**src/zverif_pkg.sv**
```systemverilog
package zverif_pkg;

	// Sizes
	localparam int packet_width = 256;
	localparam int mem_depth = 64;

	// Field positions inside a UMI packet
	localparam int opcode_lsb = 0;
	localparam int opcode_msb = 7;
	localparam int addr_lsb = 32;
	localparam int addr_msb = 63;
	localparam int data_lsb = 96;
	localparam int data_msb = 127;

	// Word index is taken from byte address bits 7:2
	localparam int mem_index_lsb = 2;

	// Low address bits carried in a trace word
	localparam int trace_addr_bits = 24;

	typedef logic [packet_width-1:0] umi_packet_t;
	typedef logic [7:0] opcode_t;
	typedef logic [31:0] addr_t;
	typedef logic [31:0] data_t;
	typedef logic [$clog2(mem_depth)-1:0] mem_addr_t;
	typedef logic [31:0] trace_t;

	// Request codes
	localparam opcode_t op_read = 8'h01;
	localparam opcode_t op_write = 8'h02;

	// Response codes
	localparam opcode_t op_read_resp = 8'h81;
	localparam opcode_t op_write_ack = 8'h82;

	// Endpoint controller
	typedef enum logic [1:0] {
		idle,
		access,
		respond,
		trapped
	} ctrl_state_t;

endpackage

```
**src/umi_msg_if.sv**
```systemverilog
// One decoded UMI message with a valid/ready handshake
interface umi_msg_if;

	logic valid;
	logic ready;
	zverif_pkg::opcode_t opcode;
	zverif_pkg::addr_t addr;
	zverif_pkg::data_t data;

	modport source (
		output valid,
		output opcode,
		output addr,
		output data,
		input ready
	);

	modport sink (
		input valid,
		input opcode,
		input addr,
		input data,
		output ready
	);

endinterface

```
**src/umi_endpoint_ctrl.sv**
```systemverilog
module umi_endpoint_ctrl (
	input logic clk,
	input logic reset,
	umi_msg_if.sink req,
	umi_msg_if.source rsp,
	output logic mem_write_en,
	output zverif_pkg::mem_addr_t mem_index,
	output zverif_pkg::data_t mem_write_data,
	input zverif_pkg::data_t mem_read_data,
	output logic trap,
	output logic trace_valid,
	output zverif_pkg::trace_t trace_data
);

	zverif_pkg::ctrl_state_t state;
	zverif_pkg::ctrl_state_t state_next;
	zverif_pkg::opcode_t op_q;
	zverif_pkg::addr_t addr_q;
	zverif_pkg::data_t data_q;
	logic req_take;
	logic req_legal;
	logic rsp_take;
	logic is_write;

	assign req.ready = (state == zverif_pkg::idle);
	assign req_take = req.valid && req.ready;
	assign rsp_take = rsp.valid && rsp.ready;

	// Only read and write are served
	assign req_legal = (req.opcode == zverif_pkg::op_read)
		|| (req.opcode == zverif_pkg::op_write);
	assign is_write = (op_q == zverif_pkg::op_write);

	always_comb begin
		state_next = state;
		case (state)
			zverif_pkg::idle: begin
				if (req_take) begin
					state_next = req_legal ? zverif_pkg::access : zverif_pkg::trapped;
				end
			end
			zverif_pkg::access: begin
				state_next = zverif_pkg::respond;
			end
			zverif_pkg::respond: begin
				if (rsp_take) begin
					state_next = zverif_pkg::idle;
				end
			end
			// Trapped is left only through reset
			default: begin
				state_next = state;
			end
		endcase
	end

	always_ff @(posedge clk) begin
		if (reset) begin
			state <= zverif_pkg::idle;
		end else begin
			state <= state_next;
		end
	end

	always_ff @(posedge clk) begin
		if (req_take) begin
			op_q <= req.opcode;
			addr_q <= req.addr;
			data_q <= req.data;
		end
	end

	// Index stays on the latched address, so read data holds through respond
	assign mem_index = addr_q[zverif_pkg::mem_index_lsb +: $bits(zverif_pkg::mem_addr_t)];
	assign mem_write_en = (state == zverif_pkg::access) && is_write;
	assign mem_write_data = data_q;

	assign rsp.valid = (state == zverif_pkg::respond);
	assign rsp.opcode = is_write ? zverif_pkg::op_write_ack : zverif_pkg::op_read_resp;
	assign rsp.addr = addr_q;
	assign rsp.data = is_write ? data_q : mem_read_data;

	assign trap = (state == zverif_pkg::trapped);
	assign trace_valid = rsp_take;
	assign trace_data = {op_q, addr_q[zverif_pkg::trace_addr_bits-1:0]};

	// Once trapped, stays trapped and silent
	a_trap_silent: assert property (
		@(posedge clk) disable iff (reset)
		trap |=> trap && !rsp.valid
	);

	// Trace is a single-cycle pulse on a response take
	a_trace_pulse: assert property (
		@(posedge clk) disable iff (reset)
		trace_valid |-> (rsp.valid && rsp.ready) ##1 !trace_valid
	);

endmodule

```
**src/umi_rx_port.sv**
```systemverilog
module umi_rx_port (
	input logic clk,
	input logic reset,
	input zverif_pkg::umi_packet_t umi_packet_rx,
	input logic umi_valid_rx,
	output logic umi_ready_rx,
	umi_msg_if.source req
);

	zverif_pkg::umi_packet_t packet_q;
	logic full;

	// Single entry, so accept only while empty
	assign umi_ready_rx = !full;

	always_ff @(posedge clk) begin
		if (reset) begin
			full <= 1'b0;
		end else if (umi_valid_rx && umi_ready_rx) begin
			full <= 1'b1;
		end else if (req.valid && req.ready) begin
			full <= 1'b0;
		end
	end

	always_ff @(posedge clk) begin
		if (umi_valid_rx && umi_ready_rx) begin
			packet_q <= umi_packet_rx;
		end
	end

	// Decoded view of the held packet
	assign req.valid = full;
	assign req.opcode = packet_q[zverif_pkg::opcode_msb:zverif_pkg::opcode_lsb];
	assign req.addr = packet_q[zverif_pkg::addr_msb:zverif_pkg::addr_lsb];
	assign req.data = packet_q[zverif_pkg::data_msb:zverif_pkg::data_lsb];

	// Message must hold until the controller takes it
	a_req_stable: assert property (
		@(posedge clk) disable iff (reset)
		req.valid && !req.ready |=> req.valid && $stable(req.opcode)
			&& $stable(req.addr) && $stable(req.data)
	);

endmodule

```
**src/umi_tx_port.sv**
```systemverilog
module umi_tx_port (
	input logic clk,
	input logic reset,
	umi_msg_if.sink rsp,
	output zverif_pkg::umi_packet_t umi_packet_tx,
	output logic umi_valid_tx,
	input logic umi_ready_tx
);

	zverif_pkg::umi_packet_t packet_d;
	zverif_pkg::umi_packet_t packet_q;
	logic full;

	assign rsp.ready = !full;

	// Unused fields go out as zero
	always_comb begin
		packet_d = '0;
		packet_d[zverif_pkg::opcode_msb:zverif_pkg::opcode_lsb] = rsp.opcode;
		packet_d[zverif_pkg::addr_msb:zverif_pkg::addr_lsb] = rsp.addr;
		packet_d[zverif_pkg::data_msb:zverif_pkg::data_lsb] = rsp.data;
	end

	always_ff @(posedge clk) begin
		if (reset) begin
			full <= 1'b0;
		end else if (rsp.valid && rsp.ready) begin
			full <= 1'b1;
		end else if (umi_valid_tx && umi_ready_tx) begin
			full <= 1'b0;
		end
	end

	always_ff @(posedge clk) begin
		if (rsp.valid && rsp.ready) begin
			packet_q <= packet_d;
		end
	end

	assign umi_valid_tx = full;
	assign umi_packet_tx = packet_q;

	// Host back-pressure must not disturb the offered packet
	a_tx_stable: assert property (
		@(posedge clk) disable iff (reset)
		umi_valid_tx && !umi_ready_tx |=> umi_valid_tx && $stable(umi_packet_tx)
	);

endmodule

```
**src/word_mem.sv**
```systemverilog
module word_mem (
	input logic clk,
	input logic write_en,
	input zverif_pkg::mem_addr_t index,
	input zverif_pkg::data_t write_data,
	output zverif_pkg::data_t read_data
);

	zverif_pkg::data_t mem [zverif_pkg::mem_depth];

	always_ff @(posedge clk) begin
		if (write_en) begin
			mem[index] <= write_data;
		end
	end

	// Registered read, old contents on a same-cycle write
	always_ff @(posedge clk) begin
		read_data <= mem[index];
	end

	// Controller must present a known index on every write
	a_index_known: assert property (
		@(posedge clk)
		write_en |-> !$isunknown(index)
	);

endmodule

```
**src/zverif_top.sv**
```systemverilog
module zverif_top (
	input logic clk,
	input logic reset,

	// Request port
	input zverif_pkg::umi_packet_t umi_packet_rx,
	input logic umi_valid_rx,
	output logic umi_ready_rx,

	// Response port
	output zverif_pkg::umi_packet_t umi_packet_tx,
	output logic umi_valid_tx,
	input logic umi_ready_tx,

	// Request-level status
	output logic trap,
	output logic trace_valid,
	output zverif_pkg::trace_t trace_data
);

	logic mem_write_en;
	zverif_pkg::mem_addr_t mem_index;
	zverif_pkg::data_t mem_write_data;
	zverif_pkg::data_t mem_read_data;

	umi_msg_if req_msg ();
	umi_msg_if rsp_msg ();

	umi_rx_port umi_rx_port_i (
		.clk(clk),
		.reset(reset),
		.umi_packet_rx(umi_packet_rx),
		.umi_valid_rx(umi_valid_rx),
		.umi_ready_rx(umi_ready_rx),
		.req(req_msg.source)
	);

	umi_endpoint_ctrl umi_endpoint_ctrl_i (
		.clk(clk),
		.reset(reset),
		.req(req_msg.sink),
		.rsp(rsp_msg.source),
		.mem_write_en(mem_write_en),
		.mem_index(mem_index),
		.mem_write_data(mem_write_data),
		.mem_read_data(mem_read_data),
		.trap(trap),
		.trace_valid(trace_valid),
		.trace_data(trace_data)
	);

	word_mem word_mem_i (
		.clk(clk),
		.write_en(mem_write_en),
		.index(mem_index),
		.write_data(mem_write_data),
		.read_data(mem_read_data)
	);

	umi_tx_port umi_tx_port_i (
		.clk(clk),
		.reset(reset),
		.rsp(rsp_msg.sink),
		.umi_packet_tx(umi_packet_tx),
		.umi_valid_tx(umi_valid_tx),
		.umi_ready_tx(umi_ready_tx)
	);

endmodule

```
**config.mk**
```make
export PLATFORM = sky130hd
export DESIGN_NAME = zverif_top
export DESIGN_NICKNAME = d
export VERILOG_FILES = /design/src/zverif_pkg.sv /design/src/umi_msg_if.sv /design/src/umi_endpoint_ctrl.sv /design/src/umi_rx_port.sv /design/src/umi_tx_port.sv /design/src/word_mem.sv /design/src/zverif_top.sv
export SDC_FILE = /design/constraint.sdc
export NUM_CORES = 2
export LEC_CHECK = 0
export BUFFER_PORTS_ARGS = -buffer_cell sky130_fd_sc_hd__buf_2
export CORE_ASPECT_RATIO = 1.5
export CORE_MARGIN = 5
export CORE_UTILIZATION = 30
export DETAILED_ROUTE_END_ITERATION = 7
export SYNTH_ARGS = -nofsm -noshare
export SYNTH_HDL_FRONTEND = slang
export SYNTH_SLANG_ARGS = --single-unit
```
**constraint.sdc**
```tcl
create_clock -name clk -period 5.9 [get_ports clk]
set_input_delay 0.885 -clock clk [delete_from_list [all_inputs] [get_ports clk]]
set_output_delay 0.885 -clock clk [all_outputs]
set_load 0.02 [all_outputs]
```
# Yosys cells after proc, flatten, opt, wreduce, memory -nomap -nowiden
# Memories as Yosys holds them, arrays and structs flattened. A register that Yosys moved wholly into a read port is not among the register bits.
# Cells that the tools add are included.
# totals
regBits,276
mem_bits_rw,2048
in_bits,260
out_inout_bits,292
elab_cells,42
memories,1
# classes
eq_ne,8
muxes,12
reduce_logical,13
# memory_table
memory,depth,width,read_ports,rd_clocked_by_memory_dff,write_ports,line_no,source
word_mem_i.mem,64,32,1,1,1,word_mem.sv:9,zverif_pkg::data_t mem [zverif_pkg::mem_depth];
# op_table
cell,n
$mux W32,1
$eq A8 B2 Y1 const B,2
$eq A8 B1 Y1 const B,1
$mux W2,4
$mux W1,6
$pmux W2 S3,1
$logic_and A1 B1 Y1,5
$eq A2 B2 Y1 const B,2
$ne A2 B2 Y1 const B,2
$reduce_bool A2 Y1,2
$reduce_and A3 Y1,1
$reduce_bool A3 Y1,1
$eq A2 B1 Y1 const B,1
$logic_not A1 Y1,2
$logic_not A2 Y1,1
$logic_or A1 B1 Y1,1

# Longest topological paths before layout
# depth
depth_word,5
depth_mapped,11
depth_no_buf,7

# Hierarchy
# Synthesis repeated with hierarchy kept, for this count alone.
# unflattened
cells_unflattened,4753
hier_area_um2,87929.3
# by_module_without_submodules
mod,instances,cells_per_inst,area_per_inst_um2,seq_area_each_um2
word_mem,1,4239,78928.2,62139.6
umi_tx_port,1,262,3590.9,2182.1
umi_endpoint_ctrl,1,175,3204.3,2202.1
umi_rx_port,1,77,2205.9,2182.1

# Worst setup path before layout
# No wires, ideal clock.
# synth_timing
kind,register -> output
from,register umi_endpoint_ctrl_i.state[0]
to,output trace_valid
arrival_time_ps,3774
t_required_ps,5015
setup_slack_ps,1241
path_stages_with_launch,4
n_path_buf,0
cell_sequence,dfxtp_1 -> inv_1 -> ha_1 -> nor2b_1
# synth_via
elab_chain_len,2
# synth_rtl
element,line_no,source
"start, declared",umi_endpoint_ctrl.sv:15,zverif_pkg::ctrl_state_t state;
"start signal, assigned",umi_endpoint_ctrl.sv:59,state <= zverif_pkg::idle;
"start signal, assigned",umi_endpoint_ctrl.sv:61,state <= state_next;
$eq A2 B2 Y1,umi_endpoint_ctrl.sv:78,assign rsp.valid = (state == zverif_pkg::respond);
$logic_and A1 B1 Y1,umi_endpoint_ctrl.sv:27,assign rsp_take = rsp.valid && rsp.ready;
"end, declared",zverif_top.sv:17,"output logic trace_valid,"
# No other way between the ends.

# Final worst setup path
# layout_timing
from,"register umi_endpoint_ctrl_i.addr_q[3], in the netlist umi_endpoint_ctrl_i.rsp.addr[3]"
to,"memory word_mem_i.mem[11][21] (netlist name), enable pin"
# layout_rtl
element,line_no,source
"start, declared",umi_endpoint_ctrl.sv:18,zverif_pkg::addr_t addr_q;
"start signal, assigned",umi_endpoint_ctrl.sv:68,addr_q <= req.addr;
"end, declared",word_mem.sv:9,
# Straight into the memory's write port.

==> qor.yml <==
outcome:
  status: "complete, no violations"
global_route:
  met1_global_route_usage_pct: 19.1
  largest_net_degree_at_the_start_of_global_routing: 135
  grt_usage_pct: 16.2
  grt.met3_usage_pct: 2.52
  globalRoute.busiestLayer: "met2"
  grt_antenna_before_repair: 16
  grt_first_pass_wirelength_um: 356000
  groute.layer.met2.usage_pct: 27.8
  grt-ovfl-total: 0
  grt_pass1_vias: 48100
floorplanning:
  floorplan.initialDensity_pct: 30.1
  fp.dieArea_um2: 300000
  die-width_um: 449
  coreArea_um2: 289000
  io_pins: 552
  dieHeight_um: 669
  number_of_core_rows: 242
clocking:
  max-clock-path-buffers: 4
  ctsHoldBuffers: 0
  post-cts-setup-buffers: 0
  tritoncts_clock_tree: "built"
  cts_buffers: 215
  cts.root.buffer_cell: "clkbuf_16"
  numClockSinks: 2294
  worst_skew_pair.late_latency_ns: 0.91
  post_cts_resize_count: 0
  clk_pin_slew_ns: 0.07
  htreeDepth: 4
worst_setup_path:
  end_kind: "register"
  timing.rr.end: "word_mem_i.mem[11][21]"
  crit_required_ns: 6.36
  reg2reg_depth: 6
  rrSetupSlack_ns: 1.01
  crit_path_start_kind: "register"
  critPathMaxFanout: 23
  arrival_ns: 5.35
  criticalPathCategory: "reg -> reg"
  cp-endpoint: "word_mem_i.mem[11][21]"
  source_of_the_worst_register_to_register_timing_path: "umi_endpoint_ctrl_i.rsp.addr[3]"
  first_element_of_the_critical_path: "umi_endpoint_ctrl_i.rsp.addr[3]"
placed_design:
  dpl.hpwl_um: 154000
  gp_routability_congestion: 0.849
  placed_cells: 8789
  port_buffers: 177
min_path:
  worst_hold_path_type: "in -> reg"
  min_path_cells: 1
timing:
  max_clock_freq_mhz: 205
  finClkSkew_ns: 0.0895
  period_minus_slack_ns: 4.89
  max_slew_margin_pct: 11.6
  hold_viol_final: 0
  finalSetupViolCount: 0
  max_slew.worst_pin.slew_ns: 1.31
  slew_viol_final: 0
  grt_setup_unrepaired: "no"
  share_of_the_cycle_needed_by_the_critical_path_after_routing_pct: 82.9
  setup_tns_ns: 0
drt:
  drc: 0
  routedWlPerCell_um: 27.8
  route.vias.total: 48900
  antenna_violating_nets_post_route: 0
  avgViaCountPerCell: 5.32
  detail_route.wirelength_um: 255000
  first_iter_violations: 5402
  firstDrtPassIters: 6
synthesis:
  synth-async-reset-ratio_pct: 0
  ys.warnings.count: 0
  commonest_register_cell_after_synthesis: "edfxtp_1"
  syn_avg_cell_area_um2: 17.5
  post_synth_instance_area_um2: 86800
  post_synth_inst_count: 4962
  ys_ff_latch: 2294
  yosysSeqAreaShare_pct: 78.9
  post_synth_edffs: 2258
  yosys.cell_types.count: 60
layout:
  filler_cell_count: 27100
  nets: 5488
  regArea_um2: 68500
  areaGrowthSynthToFinish_pct: 14.4
  layout.cells.most_common: "edfxtp_1"
  multi_input_area_um2: 16300
  layout_cell_share_with_drive_strength_beyond_1_pct: 17.9
  layout.cells.most_common_list: "edfxtp_1, a22oi_1, a221oi_1"
  instances_no_fill: 9184
power:
  total_power_mw: 38.2
  powerDensity_nw_per_um2: 384
  leakage_nw: 31.2
  vdd.ir_drop.worst_mv: 0.258
flow_run:
  max_cap_viol_count: 0
-- layout make-up --
cell class / count / area share [%]
Sequential cell: 2294 / 69.0
Tap cell: 3782 / 4.76
Multi-Input combinational cell: 2289 / 16.4
Clock buffer: 265 / 5.70
Clock inverter: 119 / 1.09
Antenna cell: 11 / 0.0277
Inverter: 8 / 0.0378
Timing Repair Buffer: 416 / 2.96
-- how the worst min path moves through the flow --
stage | from | end | slack, ns
3_3_place_gp | umi_endpoint_ctrl_i.rsp.addr[24] | umi_tx_port_i.umi_packet_tx[56] | 0.40
3_5_place_dp | umi_rx_port_i.packet_q[50] | umi_endpoint_ctrl_i.rsp.addr[18] | 0.40
2_1_floorplan | umi_rx_port_i.packet_q[96] | umi_endpoint_ctrl_i.mem_write_data[0] | 0.40
6_report | umi_packet_rx[32] | umi_rx_port_i.packet_q[32] | 0.18
4_1_cts | umi_packet_rx[32] | umi_rx_port_i.packet_q[32] | 0.11
5_1_grt | umi_packet_rx[115] | umi_rx_port_i.packet_q[115] | 0.13
-- power breakdown --
part	total (mW)	leakage, nW	internal, mW	switching (mW)
registers	19.1	20.7	18.9	0.194
logic	5.56	7.20	1.44	4.12
clock network	13.5	3.32	7.58	5.96
-- worst max-delay path: stages, from the launching register on --
cell      delay (ns)
edfxtp_1        1.02
nand2_1         0.99
nor2_2          0.29
buf_4           0.28
nand2_1         0.65
nor2_4          0.64
buf_4           0.59
-- synthesized netlist by cell type, types with 36 or more instances --
master	instances	area, µm²
a21oi_1	65	325
a221oi_1	323	2830
a22oi_1	445	3340
buf_1	42	158
buf_2	124	621
buf_4	243	1820
clkbuf_1	138	518
dfxtp_1	36	721
edfxtp_1	2258	67800
mux2_2	118	1330
mux2i_1	106	1060
nand2_1	171	642
nor2_1	206	773
o21ai_0	140	701
o22ai_1	183	1140
-- metrics by stage --
| step | util (%) | hold WS, ns | setup WS, ns | cell area, µm² |
|---|---|---|---|---|
| 6_report | 34.4 | 0.177 | 1.01 | 99300 |
| 5_1_grt | 34.4 | 0.131 | 1.02 | 99300 |
| 4_1_cts | 34.4 | 0.111 | 1.09 | 99300 |
| 3_5_place_dp | 32.0 | 0.405 | 1.12 | 92600 |
| 3_3_place_gp | 32.0 | 0.401 | 0.994 | 92600 |
| 2_1_floorplan | - | 0.400 | 1.24 | 87500 |
-- cell families after synthesis --
group           share of synthesized area [%]
flops                                    78.9
compound gates                           11.3
buf+inv                                  3.78
simple gates                             2.72
mux                                      3.18
fa+ha+maj                              0.0577
other cells                           0.00865
xor+xnor                               0.0101
-- per-layer routing --
layer | up-vias | part of all wire (%)
li1 | 20500 | -
met4 | 10 | 6.6
met5 | - | 0.024
met3 | 604 | 7.9
met2 | 2678 | 50
met1 | 25100 | 36
-- registers in the layout, indices dropped and copies added (netlist names) --
| signal | count |
|---|---|
| umi_endpoint_ctrl_i.rsp.addr | 32 |
| umi_endpoint_ctrl_i.state | 2 |
| umi_endpoint_ctrl_i.op_q | 8 |
| word_mem_i.read_data | 32 |
| umi_tx_port_i.umi_valid_tx | 1 |
| word_mem_i.mem | 2048 |
| umi_endpoint_ctrl_i.mem_write_data | 32 |
| umi_rx_port_i.packet_q | 72 |
| umi_tx_port_i.umi_packet_tx | 66 |
| umi_rx_port_i.req.valid | 1 |
Note: power is estimated with default switching activity, not from simulation.
